--- src/bus_pkg.sv ---
package bus_pkg;

    typedef logic [19:1] addr_t;       // word address, byte address bits 19 to 1
    typedef logic [15:0] data_t;
    typedef logic [1:0]  bytesel_t;    // bit 0 enables the low byte
    typedef logic [15:0] io_addr_t;    // I/O port byte address

    localparam io_addr_t leds_port     = 16'hfffe;
    localparam io_addr_t spi_data_port = 16'hfff0;
    localparam io_addr_t spi_ctrl_port = 16'hfff2;

    // clk cycles per SCLK half period, a full transfer takes 16 of these
    localparam int unsigned spi_half_period = 4;

    typedef enum logic [1:0] {
        arb_idle,
        arb_instr,
        arb_data
    } arb_state_t;

    typedef enum logic {
        spi_idle,
        spi_shift
    } spi_state_t;

endpackage

--- src/mem_arbiter.sv ---
`timescale 1ns/1ps

module mem_arbiter
    import bus_pkg::*;
(
    input  logic     clk,
    input  logic     rst_n,

    input  addr_t    instr_m_addr,
    input  logic     instr_m_access,
    output logic     instr_m_ack,
    output data_t    instr_m_data_in,

    input  addr_t    data_m_addr,
    input  data_t    data_m_data_out,
    input  logic     data_m_access,
    input  logic     data_m_wr_en,
    input  bytesel_t data_m_bytesel,
    output logic     data_m_ack,
    output data_t    data_m_data_in,

    output addr_t    q_m_addr,
    output data_t    q_m_data_out,
    output logic     q_m_access,
    output logic     q_m_wr_en,
    output bytesel_t q_m_bytesel,
    input  logic     q_m_ack,
    input  data_t    q_m_data_in
);

    arb_state_t state;
    arb_state_t state_next;
    logic       instr_turn;            // instruction master waited behind a data access

    always_comb begin
        state_next = state;
        unique case (state)
            arb_idle: begin
                if (instr_turn && instr_m_access)
                    state_next = arb_instr;
                else if (data_m_access)
                    state_next = arb_data;  // data wins a tie from a clean idle
                else if (instr_m_access)
                    state_next = arb_instr;
            end
            arb_instr,
            arb_data: begin
                if (q_m_ack)
                    state_next = arb_idle;
            end
            default: state_next = arb_idle;
        endcase
    end

    always_ff @(posedge clk or negedge rst_n) begin
        if (!rst_n) begin
            state      <= arb_idle;
            instr_turn <= 1'b0;
        end else begin
            state <= state_next;
            if (state == arb_data && q_m_ack && instr_m_access)
                instr_turn <= 1'b1;
            else if (state == arb_idle && state_next == arb_instr)
                instr_turn <= 1'b0;
        end
    end

    assign q_m_access   = state != arb_idle;
    assign q_m_addr     = (state == arb_instr) ? instr_m_addr : data_m_addr;
    assign q_m_data_out = (state == arb_data) ? data_m_data_out : '0;
    assign q_m_wr_en    = (state == arb_data) && data_m_wr_en;
    assign q_m_bytesel  = (state == arb_instr) ? 2'b11 : data_m_bytesel;  // fetches are whole words

    // ack goes straight back to the owner in the same cycle
    assign instr_m_ack     = (state == arb_instr) && q_m_ack;
    assign data_m_ack      = (state == arb_data) && q_m_ack;
    assign instr_m_data_in = instr_m_ack ? q_m_data_in : '0;
    assign data_m_data_in  = data_m_ack ? q_m_data_in : '0;

endmodule

--- src/io_decoder.sv ---
`timescale 1ns/1ps

module io_decoder
    import bus_pkg::*;
(
    input  logic  clk,
    input  logic  rst_n,
    input  logic  d_io,
    input  logic  data_m_access,
    input  addr_t data_m_addr,
    output logic  leds_access,
    output logic  spi_access,
    input  logic  leds_ack,
    input  logic  spi_ack,
    input  data_t leds_data,
    input  data_t spi_data,
    output logic  io_ack,
    output data_t io_data
);

    io_addr_t io_port;
    logic     default_access;
    logic     default_ack;

    assign io_port = {data_m_addr[15:1], 1'b0};

    always_comb begin
        leds_access    = 1'b0;
        spi_access     = 1'b0;
        default_access = 1'b0;
        if (d_io && data_m_access) begin
            if (io_port == leds_port)
                leds_access = 1'b1;
            else if ({io_port[15:2], io_port[0]} == {spi_data_port[15:2], spi_data_port[0]})
                spi_access = 1'b1;     // data and control ports share all but bit 1
            else
                default_access = 1'b1;
        end
    end

    // unmapped ports still ack so the core never hangs on them
    always_ff @(posedge clk or negedge rst_n) begin
        if (!rst_n)
            default_ack <= 1'b0;
        else
            default_ack <= default_access && !default_ack;
    end

    assign io_ack  = leds_ack | spi_ack | default_ack;
    assign io_data = leds_data | spi_data;  // the default responder returns zero

endmodule

--- src/leds_register.sv ---
`timescale 1ns/1ps

module leds_register
    import bus_pkg::*;
(
    input  logic       clk,
    input  logic       rst_n,
    input  logic       cs,
    input  logic       wr_en,
    input  bytesel_t   bytesel,
    input  data_t      wdata,
    output logic       ack,
    output data_t      rdata,
    output logic [7:0] leds
);

    always_ff @(posedge clk or negedge rst_n) begin
        if (!rst_n) begin
            ack  <= 1'b0;
            leds <= 8'h00;
        end else begin
            ack <= cs && !ack;
            if (cs && !ack && wr_en && bytesel[0])
                leds <= wdata[7:0];    // only the low lane is backed by pins
        end
    end

    assign rdata = (ack && !wr_en) ? {8'h00, leds} : '0;

endmodule

--- src/spi_ports.sv ---
`timescale 1ns/1ps

module spi_ports
    import bus_pkg::*;
(
    input  logic     clk,
    input  logic     rst_n,
    input  logic     cs,
    input  logic     wr_en,
    input  logic     reg_sel,         // address bit 1, high selects control
    input  bytesel_t bytesel,
    input  data_t    wdata,
    output logic     ack,
    output data_t    rdata,
    output logic     sclk,
    output logic     mosi,
    input  logic     miso,
    output logic     ncs
);

    spi_state_t state;
    logic [7:0] div_cnt;
    logic [3:0] half_cnt;              // counts the 16 SCLK half periods
    logic [7:0] shift_reg;
    logic [7:0] rx_data;
    logic       busy;
    logic       half_tick;
    logic       bus_write;
    logic       start;

    assign busy      = state == spi_shift;
    assign half_tick = busy && (div_cnt == 8'(spi_half_period - 1));
    assign bus_write = cs && !ack && wr_en;
    assign start     = bus_write && !reg_sel && bytesel[0] && !busy;

    always_ff @(posedge clk or negedge rst_n) begin
        if (!rst_n) begin
            state    <= spi_idle;
            ack      <= 1'b0;
            div_cnt  <= 8'd0;
            half_cnt <= 4'd0;
            sclk     <= 1'b0;
            mosi     <= 1'b0;
            ncs      <= 1'b1;
        end else begin
            ack <= cs && !ack;

            if (bus_write && reg_sel && bytesel[1])
                ncs <= wdata[8];

            unique case (state)
                spi_idle: begin
                    if (start) begin
                        state    <= spi_shift;
                        div_cnt  <= 8'd0;
                        half_cnt <= 4'd0;
                        sclk     <= 1'b0;
                        mosi     <= wdata[7];  // first bit is set up before the first rising edge
                    end
                end
                spi_shift: begin
                    if (half_tick) begin
                        div_cnt  <= 8'd0;
                        half_cnt <= half_cnt + 4'd1;
                        sclk     <= !sclk;
                        if (half_cnt == 4'd15)
                            state <= spi_idle;
                        else if (sclk)
                            mosi <= shift_reg[7];  // falling half moves the next bit out
                    end else begin
                        div_cnt <= div_cnt + 8'd1;
                    end
                end
                default: state <= spi_idle;
            endcase
        end
    end

    // the same register shifts out on MOSI and in from MISO
    always_ff @(posedge clk) begin
        if (start)
            shift_reg <= wdata[7:0];
        else if (half_tick && !sclk)
            shift_reg <= {shift_reg[6:0], miso};

        if (half_tick && half_cnt == 4'd15)
            rx_data <= shift_reg;
    end

    always_comb begin
        rdata = '0;
        if (ack && !wr_en) begin
            if (reg_sel)
                rdata = {6'b000000, busy, ncs, 8'h00};
            else
                rdata = {8'h00, rx_data};
        end
    end

endmodule

--- src/soc_bus_top.sv ---
`timescale 1ns/1ps

module soc_bus_top
    import bus_pkg::*;
(
    input  logic       clk,
    input  logic       rst_n,

    input  addr_t      instr_m_addr,
    input  logic       instr_m_access,
    output logic       instr_m_ack,
    output data_t      instr_m_data_in,

    input  addr_t      data_m_addr,
    input  data_t      data_m_data_out,
    input  logic       data_m_access,
    input  logic       data_m_wr_en,
    input  bytesel_t   data_m_bytesel,
    input  logic       d_io,
    output logic       data_m_ack,
    output data_t      data_m_data_in,

    output addr_t      q_m_addr,
    output data_t      q_m_data_out,
    output logic       q_m_access,
    output logic       q_m_wr_en,
    output bytesel_t   q_m_bytesel,
    input  logic       q_m_ack,
    input  data_t      q_m_data_in,

    output logic [7:0] leds,
    output logic       spi_sclk,
    output logic       spi_mosi,
    input  logic       spi_miso,
    output logic       spi_ncs
);

    logic  mem_ack;
    data_t mem_data;
    logic  io_ack;
    data_t io_data;
    logic  leds_access;
    logic  leds_ack;
    data_t leds_data;
    logic  spi_access;
    logic  spi_ack;
    data_t spi_data;

    assign data_m_ack     = d_io ? io_ack : mem_ack;
    assign data_m_data_in = d_io ? io_data : mem_data;

    mem_arbiter mem_arbiter_i (
        .clk             (clk),
        .rst_n           (rst_n),
        .instr_m_addr    (instr_m_addr),
        .instr_m_access  (instr_m_access),
        .instr_m_ack     (instr_m_ack),
        .instr_m_data_in (instr_m_data_in),
        .data_m_addr     (data_m_addr),
        .data_m_data_out (data_m_data_out),
        .data_m_access   (data_m_access && !d_io),  // I/O accesses never reach memory
        .data_m_wr_en    (data_m_wr_en),
        .data_m_bytesel  (data_m_bytesel),
        .data_m_ack      (mem_ack),
        .data_m_data_in  (mem_data),
        .q_m_addr        (q_m_addr),
        .q_m_data_out    (q_m_data_out),
        .q_m_access      (q_m_access),
        .q_m_wr_en       (q_m_wr_en),
        .q_m_bytesel     (q_m_bytesel),
        .q_m_ack         (q_m_ack),
        .q_m_data_in     (q_m_data_in)
    );

    io_decoder io_decoder_i (
        .clk           (clk),
        .rst_n         (rst_n),
        .d_io          (d_io),
        .data_m_access (data_m_access),
        .data_m_addr   (data_m_addr),
        .leds_access   (leds_access),
        .spi_access    (spi_access),
        .leds_ack      (leds_ack),
        .spi_ack       (spi_ack),
        .leds_data     (leds_data),
        .spi_data      (spi_data),
        .io_ack        (io_ack),
        .io_data       (io_data)
    );

    leds_register leds_register_i (
        .clk     (clk),
        .rst_n   (rst_n),
        .cs      (leds_access),
        .wr_en   (data_m_wr_en),
        .bytesel (data_m_bytesel),
        .wdata   (data_m_data_out),
        .ack     (leds_ack),
        .rdata   (leds_data),
        .leds    (leds)
    );

    spi_ports spi_ports_i (
        .clk     (clk),
        .rst_n   (rst_n),
        .cs      (spi_access),
        .wr_en   (data_m_wr_en),
        .reg_sel (data_m_addr[1]),
        .bytesel (data_m_bytesel),
        .wdata   (data_m_data_out),
        .ack     (spi_ack),
        .rdata   (spi_data),
        .sclk    (spi_sclk),
        .mosi    (spi_mosi),
        .miso    (spi_miso),
        .ncs     (spi_ncs)
    );

endmodule

--- config.mk ---
export PLATFORM = sky130hd
export DESIGN_NAME = soc_bus_top
export DESIGN_NICKNAME = d
export VERILOG_FILES = /design/src/bus_pkg.sv /design/src/mem_arbiter.sv /design/src/io_decoder.sv /design/src/leds_register.sv /design/src/spi_ports.sv /design/src/soc_bus_top.sv
export SDC_FILE = /design/constraint.sdc
export NUM_CORES = 1
export LEC_CHECK = 0
export ABC_AREA = 1
export BUFFER_PORTS_ARGS = -buffer_cell sky130_fd_sc_hd__clkbuf_2
export CORE_MARGIN = 3
export CORE_UTILIZATION = 50
export CTS_BUF_LIST = sky130_fd_sc_hd__clkbuf_8
export CTS_CLUSTER_DIAMETER = 100
export DETAILED_ROUTE_END_ITERATION = 8
export GPL_TIMING_DRIVEN = 0
export PLACE_DENSITY_LB_ADDON = 0.08
export SYNTH_ARGS = -nofsm -noshare
export SYNTH_HDL_FRONTEND = slang
export SYNTH_SLANG_ARGS = --single-unit
--- constraint.sdc ---
create_clock -name clk -period 3.4 [get_ports clk]
set_input_delay 0.85 -clock clk [delete_from_list [all_inputs] [get_ports clk]]
set_output_delay 0.85 -clock clk [all_outputs]
set_load 0.05 [all_outputs]
==> summary.md, run 1 <==
| Metric | Value |
|---|---|
| HP Class | flip-flop to flip-flop |
| Power density relative to cell area | between 600 and 700 nW/µm² |
| Post-Route Skew | approximately 0.0087 ns |
| CP bufs+invs | 5 |
| Synthesized area | a little under 3000 µm² |
| Number of top-level design ports | approximately 160 |
| Count of distinct cell types in the synthesized netlist | 30 |
| Overall power of the completed layout | roughly 0.0024 W |
| CTS Hold Buffers Added | 0 |
| Core Area | around 5600 µm² |
| Most used cell, CP | clkbuf_2 |
| Clock input transition at the sequential cells of the worst setup and hold paths | 0.09 ns |
| Commonest cells in the netlist | nand2_1 (145), inv_1 (64), nor2_1 (39), o21ai_0 (33), dfrtp_1 (29) |
| Setup Crit Path Kind | input pin to output pin |
| Slew at the pin with the worst max-slew slack | between 1 and 1.5 ns |
| RR Startpoint | spi_ports_i.div_cnt[0] |
| Pin count of the biggest net entering global routing | 31 |
| Post-route insts no fill | around 660 |
| Startpoint type of the worst setup path | input pin |
| Required time worst endpoint | approximately 2.6 ns |
| Fin crit share | just over 90% |
| Worst reg2reg path depth | 3 |
| Register bit total from synthesis | 46 |
| Hold-critical path depth | 0 |
| Kind of cell with the highest combined delay on the critical path | buffers and inverters |
| Num rows | 27 |
| Count of nets left with antenna violations after detail routing | 0 |
| Post-route minimum period | ~3.1 ns |
| Global-route wire length before repair | 14900 µm |
| MaxCap Viol Count | 0 |
| Height of the die | about 83 µm |
| Ordered list of cells on the worst path | clkbuf_2 -> buf_2 -> inv_1 -> nand3_1 -> clkbuf_1 -> o21ai_0 -> clkbuf_2 |
| Mean Syn Cell Area | between 7 and 8 µm² |
| Slowest stage cell, crit path | clkbuf_1 |
| Via count of the first global-routing pass | between 3000 and 4000 |
| Residual overflow from global routing | 0 |
| Layout Nets | around 680 |
| DP HPWL | between 7000 and 8000 µm |
| Static power due to leakage | about 2.3 nW |
| Final estimated routing congestion in global placement | approximately 0.9 |
| Starting utilization of the core area | a little over half |
| R2r setup slk | roughly 1.2 ns |
| 1st-iter DRT viols | 178 |
| Post-Synthesis Net Count | about 510 |
| DRC violation count after routing | 0 |
| Post-synth EDFFs | 16 |
| Number of iterations in the first detailed-routing pass | 4 |
| Setup-violating endpoint count in the final report | 0 |
| Sink count of the clock tree | 46 |
| RSZ-0062 raised after global routing | false |
| IR drop worst, VDD | 0.5840 mV |
| Die span in x | between 80 and 90 µm |
| Sort of element at the end of the critical path | output pin |
| Setup repair bufs after CTS | 0 |
| Global-route total usage across every layer | between 20% and 30% |
| Min Hold Slack | 0.4581 ns |
| P&R area growth vs syn | 34.21% |
| Post-route core utilization | between 70% and 80% |
| Asr flop ratio synth | about two thirds |
| H-tree level count | 2 |
| Area leader, netlist | dfrtp_1 |
| Fraction of layout cells with a size suffix above 1 | 34.01% |
| Longest Clk Path Bufs | 2 |
| Launch point of the worst path | d_io |
| Vias post-DR | between 3000 and 4000 |
| Gate count of the mapped netlist | 421 |
| Count of buffers inserted at the top-level ports | 163 |
| Via-to-Cell Ratio | around 4.9 |
| N_diodes | 0 |
| Data arrival, critical path | 2.30 ns |
| Detail-routed net length per standard cell | 13.55 µm |
| Sequential area share after synthesis | just over 40% |
| Post-Place Cells | ~660 |
| Fraction of post-synthesis cell area in the top cell type by area | approximately a quarter |
| Highest achievable clock rate | approximately 320 MHz |
| Start point of the worst min-delay path | spi_ports_i.shift_reg[6] |
| Biggest area contributors in the synthesized netlist | dfrtp_1 (24%), nand2_1 (18%), edfxtp_1 (16%) |
| DRT Wirelength | between 8000 and 9000 µm |
| Summed negative setup slack over all endpoints | 0 ns |
| TritonCTS buffer count | 5 |
| Clock latency on the worst-skew pair | roughly 0.30 ns |
| Reg2Reg Capture Point | spi_ports_i.rx_data[3] |
| Clock tree from TritonCTS | built |
| End of the worst hold path | spi_ports_i.rx_data[6] |
| Die area | 6893 µm² |
| Library cell with the highest instance count after synthesis | nand2_1 |
| Endpoints failing hold | 0 |
| Number of warning messages in the yosys log | 0 |
| Root buffer cell | clkbuf_8 |
| Max stage delay on crit path | between 0.3 and 0.4 ns |
| Crit-path max FO | 10 |
| Number of max-slew violations in the final report | 0 |
| Most used flip-flop cell after synthesis | dfrtp_1 |
| Initial antenna violation count | 0 |
| Result of the run | finished clean |
| Max-slew headroom | roughly 18% |
==> kinds of logic after synthesis <==
group	Yosys count	share of synthesized area, %
adder cells (fa/ha/maj)	6	2.531
AO/OA/AOI/OAI	61	12.65
XOR/XNOR	4	1.181
buffers and inverters	79	10.54
AND/OR/NAND/NOR	225	31.55
flip-flops	46	41.54
==> stage by stage <==
step	setup slack, ns	instance area (µm²)
after global placement	0.3046	3872
after floorplan	0.1931	2967
after CTS	0.1242	3979
after global routing	0.09910	3981
final	0.2523	3981
after detailed placement	0.2908	3872
==> repair_timing <==
| item | in CTS | in global routing |
|---|---|---|
| resized for setup | 0 | 1 |
| hold endpoints to repair | 0 | 0 |
| endpoints found under the setup margin | 2 | 3 |
==> worst max path at each step <==
stage                   endpoint  slack (ns)  cells past startpoint
3_5_place_dp          data_m_ack        0.29                      7
3_3_place_gp          data_m_ack        0.30                      7
5_1_grt               data_m_ack         0.1                      7
4_1_cts        data_m_data_in[8]        0.12                      6
6_report              data_m_ack        0.25                      7
2_1_floorplan  data_m_data_in[0]        0.19                      4
==> cell usage in the layout, fill, tap and decap left out <==
cell type	Yosys	layout
clkbuf_2	0	163
nand2_1	145	145
inv_1	64	65
nor2_1	39	39
o21ai_0	33	32
dfrtp_1	29	29
nand3_1	21	21
o21ai_2	16	16
edfxtp_1	16	16
clkbuf_1	9	8
a21oi_1	6	6
o22ai_1	5	5
ha_1	6	5
clkbuf_8	0	5
nand4_1	4	4
nor3_1	4	4
nor2_2	3	3
buf_6	2	2
nand2_2	2	2
clkinv_1	2	2
nor4_1	2	2
xor2_1	2	2
xnor2_1	2	2
or2_0	1	1
a21oi_2	1	1
and2_4	1	1
nand3_4	1	1
buf_2	1	1
buf_1	1	1
or2_2	1	1
o21ai_1	0	1
nand4_2	1	1
ha_2	0	1
bufinv_16	0	1
clkinvlp_4	0	1
dfstp_2	1	1
==> power breakdown <==
part	total, W	switching [W]	internal (W)
Combinational	0.00139	0.00111	0.000281
Sequential	0.000607	0.0000189	0.000588
Clock	0.000398	0.000182	0.000216
==> layer usage <==
metal / routed length, µm / part of all wire, % / track usage (%) / vias up
li1: - / - / - / 1661
met4: 79 / 0.88 / 4.458 / 0
met3: 529 / 5.9 / 4.663 / 11
met2: 4681 / 52 / 47.67 / 111
met5: 0 / 0 / 0 / -
met1: 3695 / 41 / 32.27 / 1485
==> area by class of cell <==
type,instances,area [µm²]
clock buffer,5,68.82
buffer,12,61.31
multi-input combinational,296,1424
timing repair buffer,163,815.8
fill,520,1627
inverter,66,247.7
clock inverter,3,41.29
sequential,46,1232
tap,72,90.09
Power figures use the tool's default switching activity.
==> run 2, diff against run 1 <==
Settings changed: REMOVE_ABC_BUFFERS from default to 1.
==> run 2 against run 1 <==
  * Final area shrank 2.0%
  * Count of clock-buffer cells in the layout unchanged
  * Maximum frequency grew 0.36%
  * Sequential power is essentially flat
  * First-iteration DRC count down 12%
  * Flip-flop and latch count did not move
  * Critical endpoint is now instr_m_data_in[15]
  * Highest routed layer unchanged
==> summary.md, run 2 (same netlist as run 1, synthesis figures left out) <==
| Metric | Value |
|---|---|
| Result of the run | finished clean |
| Setup-violating endpoint count in the final report | 0 (unchanged) |
| Clock latency on the worst-skew pair | 0.29 ns (about the same) |
| Clock input transition at the sequential cells of the worst setup and hold paths | 0.08 ns (about the same) |
| DP HPWL | 6775 µm (-9.0%) |
| Required time worst endpoint | 2.55 ns (about the same) |
| Sort of element at the end of the critical path | output pin |
| 1st-iter DRT viols | 156 (-12%) |
| Footprint of the multi-input gates | 1431 µm² (+0.53%) |
| Starting utilization of the core area | 52.90% (unchanged) |
| Summed negative setup slack over all endpoints | 0 ns (unchanged) |
| Layout filler cell count | 539 (+3.7%) |
| Number of top-level design ports | 164 (unchanged) |
| Most frequent cells in the layout | clkbuf_2 (163), nand2_1 (145), inv_1 (65) |
| DRC violation count after routing | 0 (unchanged) |
| Post-Place Cells | 643 (-2.0%) |
| MaxCap Viol Count | 0 (unchanged) |
| Core Area | 5608 µm² (unchanged) |
| IR drop worst, VDD | 0.4917 mV (-16%) |
| Die span in x | 83.03 µm (unchanged) |
| Endpoints failing hold | 0 (unchanged) |
| Global-route wire length before repair | 13980 µm (-6.2%) |
| Fraction of layout cells with a size suffix above 1 | 34.54% (+0.53 points) |
| Number of iterations in the first detailed-routing pass | 4 (unchanged) |
| Num rows | 27 (unchanged) |
| Die area | 6893 µm² (unchanged) |
| Most common cell after layout, fill and taps aside | clkbuf_2 |
| Seq. cell area | 1232 µm² (unchanged) |
| Post-Route Skew | 0.006137 ns (-0.002569 ns) |
| Via count of the first global-routing pass | 2934 (-4.4%) |
| Pin count of the biggest net entering global routing | 31 (unchanged) |
| TritonCTS buffer count | 5 (unchanged) |
| Sink count of the clock tree | 46 (unchanged) |
| Final estimated routing congestion in global placement | 0.9108 (+1.7%) |
| Highest achievable clock rate | 318.8 MHz (+0.36%) |
| Static power due to leakage | 2.278 nW (-1.5%) |
| Detail-routed net length per standard cell | 12.88 µm (-5.0%) |
| Post-route insts no fill | 651 (-1.8%) |
| Root buffer cell | clkbuf_8 |
| Vias post-DR | 3179 (-2.7%) |
| Global-route total usage across every layer | 24.13% (-1.9 points) |
| Via-to-Cell Ratio | 4.883 (-0.93%) |
| Data arrival, critical path | 2.29 ns (about the same) |
| Count of buffers inserted at the top-level ports | 163 (unchanged) |
| Fin crit share | 92.25% (-0.33 points) |
| Residual overflow from global routing | 0 (unchanged) |
| Slew at the pin with the worst max-slew slack | 1.133 ns (-0.08846 ns) |
| Post-route minimum period | 3.136 ns (-0.01127 ns) |
| Max-slew headroom | 23.90% (+5.9 points) |
| Height of the die | 83.03 µm (unchanged) |
| Count of nets left with antenna violations after detail routing | 0 (unchanged) |
| RSZ-0062 raised after global routing | false |
| H-tree level count | 2 (unchanged) |
| Post-route standard cell area excluding fillers | 3900 µm² (-2.0%) |
| Number of max-slew violations in the final report | 0 (unchanged) |
| R2r setup slk | 1.32 ns (+0.10 ns) |
| CTS Hold Buffers Added | 0 (unchanged) |
| Power density relative to cell area | 585.4 nW/µm² (-2.6%) |
| DRT Wirelength | 8385 µm (-6.7%) |
| Clock tree from TritonCTS | built |
| Startpoint type of the worst setup path | flip-flop |
| Layout Nets | 664 (-1.8%) |
| Initial antenna violation count | 0 (unchanged) |
| Longest Clk Path Bufs | 2 (unchanged) |
| P&R area growth vs syn | 31.46% |
| Crit-path max FO | 25 (+15) |
| HP Class | flip-flop to flip-flop |
| N_diodes | 0 (unchanged) |
| Area of placed instances | 3807 µm² (-1.7%) |
| Setup Crit Path Kind | flip-flop to output pin |
-- run 2: power by group --
| part | switching (W) | leakage, nW | total [W] | internal, W |
|---|---|---|---|---|
| combinational | 0.00109 | 1.68 | 0.00137 | 0.000275 |
| clock | 0.000170 | 0.0468 | 0.000308 | 0.000138 |
| sequential | 0.0000192 | 0.556 | 0.000607 | 0.000588 |
-- run 2: path summary, 6_finish.rpt --
path                                           from                        to  cells after the start
max reg2reg                  spi_ports_i.div_cnt[0]    spi_ports_i.rx_data[0]                      3
max                          mem_arbiter_i.state[1]       instr_m_data_in[15]                      5
min in group asynchronous                     rst_n   spi_ports_i.half_cnt[0]                      1
min reg2reg                io_decoder_i.default_ack  io_decoder_i.default_ack                      1
min                        io_decoder_i.default_ack  io_decoder_i.default_ack                      1
max in group asynchronous                     rst_n   leds_register_i.leds[3]                      1
-- run 2: layer usage --
metal / vias to the layer above / track usage, % / part of all wire, %
met4: 0 / 5.944 / 1.9
met5: - / 0 / 0
li1: 1631 / - / -
met2: 117 / 41.76 / 50
met1: 1416 / 30.71 / 42
met3: 15 / 5.159 / 6.8
-- run 2: layout make-up --
type / count / area share (%)
inverters: 66 / 6.384
multi-input cells: 296 / 36.70
repair buffers: 163 / 20.92
clock inverters: 3 / 0.3208
flip-flops and latches: 46 / 31.60
well taps: 72 / 2.310
clock buffers: 5 / 1.765
-- run 2: critical path: stages, from the launching register on --
cell and delay [ns]:
dfrtp_1 0.42, inv_1 0.12, ha_2 0.47, nand2_1 0.45
nor2_1 0.23, clkbuf_2 0.30
-- run 2: metrics by stage --
stage / util [%] / total power (W) / hold WS [ns] / setup WS, ns
5_1_grt: 69.54 / 0.002420 / 0.4470 / 0.04113
3_5_place_dp: 67.89 / 0.001989 / 0.4301 / 0.1923
2_1_floorplan: - / 0.001642 / 0.4128 / 0.05078
3_3_place_gp: 67.89 / 0.001969 / 0.4237 / 0.2318
4_1_cts: 69.50 / 0.002300 / 0.4397 / 0.08709
6_report: 69.54 / 0.002283 / 0.4368 / 0.2636
-- run 2: repair_timing --
action                                  CTS  global route
gates cloned                              0             0
endpoints found under the setup margin   50            17
buffers inserted                          0             0
gates resized for setup                   3             1
==> run 3, diff against run 2 <==
--- a/config.mk
+++ b/config.mk
@@ -10,3 +10,3 @@
 export CORE_MARGIN = 3
-export CORE_UTILIZATION = 50
+export CORE_UTILIZATION = 45
 export CTS_BUF_LIST = sky130_fd_sc_hd__clkbuf_8
@@ -17,2 +17,3 @@
 export REMOVE_ABC_BUFFERS = 1
+export SKIP_CTS_REPAIR_TIMING = 1
 export SYNTH_ARGS = -nofsm -noshare
==> constraint.sdc (replaced) <==
create_clock -name clk -period 3.4 [get_ports clk]
set_input_delay 0 -clock clk [delete_from_list [all_inputs] [get_ports clk]]
set_output_delay 0 -clock clk [all_outputs]
set_load 0.05 [all_outputs]
==> run 3 against run 2 <==
  * The flow now finishes with violations (hold timing)
  * Total power increased by 1.3%
  * Non-clock buffer count up 10
  * Final cell count increased by 2.0%
  * Die area grew 10%
  * Clock power rose by 8.4%
  * Sequential share of layout area decreased by 0.80 points
  * Register-to-register slack got worse by 0.03 ns
  * Maximum frequency is 14% higher
  * Critical path type unchanged
  * Largest power group unchanged
==> summary.md, run 3 (same netlist as run 1, synthesis figures left out) <==
| Metric | Value |
|---|---|
| RSZ-0062 raised after global routing | false |
| HP Class | input pin to flip-flop |
| P&R area growth vs syn | 34.88% |
| Detail-routed net length per standard cell | 12.85 µm (-0.23%) |
| Required time worst endpoint | 3.40 ns (+0.85 ns) |
| Static power due to leakage | 2.319 nW (+1.8%) |
| Die span in x | 87.20 µm (+5.0%) |
| Vias post-DR | 3243 (+2.0%) |
| Root buffer cell | clkbuf_8 |
| Via-to-Cell Ratio | 4.884 (about the same) |
| DRC violation count after routing | 0 (unchanged) |
| Count of nets left with antenna violations after detail routing | 0 (unchanged) |
| Num rows | 28 (+3.7%) |
| Min Hold Slack | -0.01237 ns (-0.4491 ns) |
| Clock latency on the worst-skew pair | 0.30 ns (about the same) |
| Fraction of layout cells with a size suffix above 1 | 33.62% (-0.93 points) |
| Highest achievable clock rate | 364.6 MHz (+14%) |
| Power density relative to cell area | 577.8 nW/µm² (-1.3%) |
| Post-route minimum period | 2.743 ns (-0.3934 ns) |
| Number of max-slew violations in the final report | 0 (unchanged) |
| Longest Clk Path Bufs | 2 (unchanged) |
| Die area | 7603 µm² (+10%) |
| Clock tree from TritonCTS | built |
| Sort of element at the end of the critical path | output pin |
| Fraction of met3 tracks used by global routing | 5.109% (-0.050 points) |
| Global-route wire length before repair | 13230 µm (-5.3%) |
| Residual overflow from global routing | 0 (unchanged) |
| Initial antenna violation count | 0 (unchanged) |
| Number of top-level design ports | 164 (unchanged) |
| Post-route standard cell area excluding fillers | 4001 µm² (+2.6%) |
| Max stage delay on crit path | 0.62 ns (+0.15 ns) |
| Max-slew headroom | 23.12% (-0.79 points) |
| Global routing met1 resource utilization | 26.39% (-4.3 points) |
| Layout filler cell count | 579 (+7.4%) |
| Starting utilization of the core area | 48.11% (-4.8 points) |
| Setup-violating endpoint count in the final report | 0 (unchanged) |
| Number of iterations in the first detailed-routing pass | 4 (unchanged) |
| Layout Nets | 674 (+1.5%) |
| Global-route total usage across every layer | 21.76% (-2.4 points) |
| DRT Wirelength | 8533 µm (+1.8%) |
| H-tree level count | 2 (unchanged) |
| Crit-path max FO | 19 (-24%) |
| DP HPWL | 6791 µm (+0.23%) |
| Most crowded layer after global routing | met2 |
| Violations in the final reports | hold timing |
| Fin crit share | 80.68% (-12 points) |
| Summed negative setup slack over all endpoints | 0 ns (unchanged) |
| Slowest stage cell, crit path | ha_1 |
| Core Area | 6166 µm² (+10%) |
| Sink count of the clock tree | 46 (unchanged) |
| Area of placed instances | 3811 µm² (about the same) |
| Result of the run | finished with violations |
| Post-Route Skew | 0.009063 ns (+0.002926 ns) |
| TritonCTS buffer count | 5 (unchanged) |
| Count of buffers inserted at the top-level ports | 163 (unchanged) |
| Ordered list of cells on the worst path | inv_1 -> ha_1 -> nand3_1 -> o22ai_1 -> clkbuf_2 |
| Most frequent cells in the layout | clkbuf_2 (163), nand2_1 (145), inv_1 (64) |
| 1st-iter DRT viols | 118 (-24%) |
| MaxCap Viol Count | 0 (unchanged) |
| Via count of the first global-routing pass | 2897 (-1.3%) |
| N_diodes | 0 (unchanged) |
| Most common cell after layout, fill and taps aside | clkbuf_2 |
| Pin count of the biggest net entering global routing | 31 (unchanged) |
| Slew at the pin with the worst max-slew slack | 1.144 ns (+0.01171 ns) |
| Endpoints failing hold | 2 (+2) |
| Setup Crit Path Kind | flip-flop to output pin |
| Data arrival, critical path | 2.74 ns (+0.45 ns) |
| Startpoint type of the worst setup path | flip-flop |
| Height of the die | 87.20 µm (+5.0%) |
| IR drop worst, VDD | 0.5773 mV (+17%) |
| Fraction of met2 tracks used by global routing | 38.10% (-3.7 points) |
| Clock input transition at the sequential cells of the worst setup and hold paths | 0.09 ns (about the same) |
| Final estimated routing congestion in global placement | 0.9030 (-0.86%) |
run 3: cell types whose count changed in the layout (fill, tap and decap cells not counted):
cell,before,now
ha_1,4,6
nand3_2,1,0
dlygate4sd3_1,0,10
clkinv_2,2,1
ha_2,2,0
clkinvlp_4,0,1
clkinv_4,0,1
nand3_1,20,21
inv_1,65,64
run 3: area by class of cell:
type / count / area (µm²) / area share [%]
multi-input cells: 296 / 1421 / 35.52
clock buffers: 5 / 68.82 / 1.720
inverters: 66 / 247.7 / 6.191
well taps: 75 / 93.84 / 2.345
clock inverters: 3 / 21.27 / 0.5316
flip-flops and latches: 46 / 1232 / 30.80
repair buffers: 173 / 915.9 / 22.89
run 3: power breakdown:
| part | internal, W | switching, W |
|---|---|---|
| logic | 0.000278 | 0.00110 |
| clock network | 0.000144 | 0.000189 |
| registers | 0.000588 | 0.0000173 |
run 3: critical path: cells and delay by family (launching register included):
kind,cells,cell delay (ns)
flip-flops,1,0.44
AND/OR/NAND/NOR,1,0.58
buffers and inverters,2,0.43
adder cells (fa/ha/maj),1,0.62
AO/OA/AOI/OAI,1,0.37
run 3: per-layer routing:
| metal | wire length [µm] | vias up |
|---|---|---|
| met4 | 151 | 0 |
| met5 | 0 | - |
| met2 | 4231 | 119 |
| met1 | 3425 | 1454 |
| li1 | - | 1657 |
| met3 | 725 | 13 |
run 3: per-stage QoR:
stage / utilization [%] / setup slack (ns) / instances / total power [W]
finish: 64.89 / 0.6570 / 664 / 0.002312
global route: 64.89 / 0.3843 / 664 / 0.002442
CTS: 63.27 / 0.6108 / 654 / 0.002324
detailed placement: 61.81 / 0.9577 / 646 / 0.001987
global placement: 61.81 / 1.047 / 646 / 0.001970
floorplan: - / 0.9008 / 408 / 0.001642
run 3: path summary, 6_finish.rpt:
check / from / end / slack [ns] / cells after the start
setup / recovery: mem_arbiter_i.state[0] / data_m_data_in[8] / 0.66 / 5
hold / removal: data_m_data_out[4] / leds_register_i.leds[4] / -0.01 / 3
setup reg to reg: spi_ports_i.div_cnt[0] / spi_ports_i.rx_data[2] / 1.29 / 3
hold reg to reg: io_decoder_i.default_ack / io_decoder_i.default_ack / 0.44 / 1
max in group asynchronous: rst_n / spi_ports_i.half_cnt[1] / 2.61 / 2
min in group asynchronous: rst_n / spi_ports_i.div_cnt[4] / 0.30 / 2
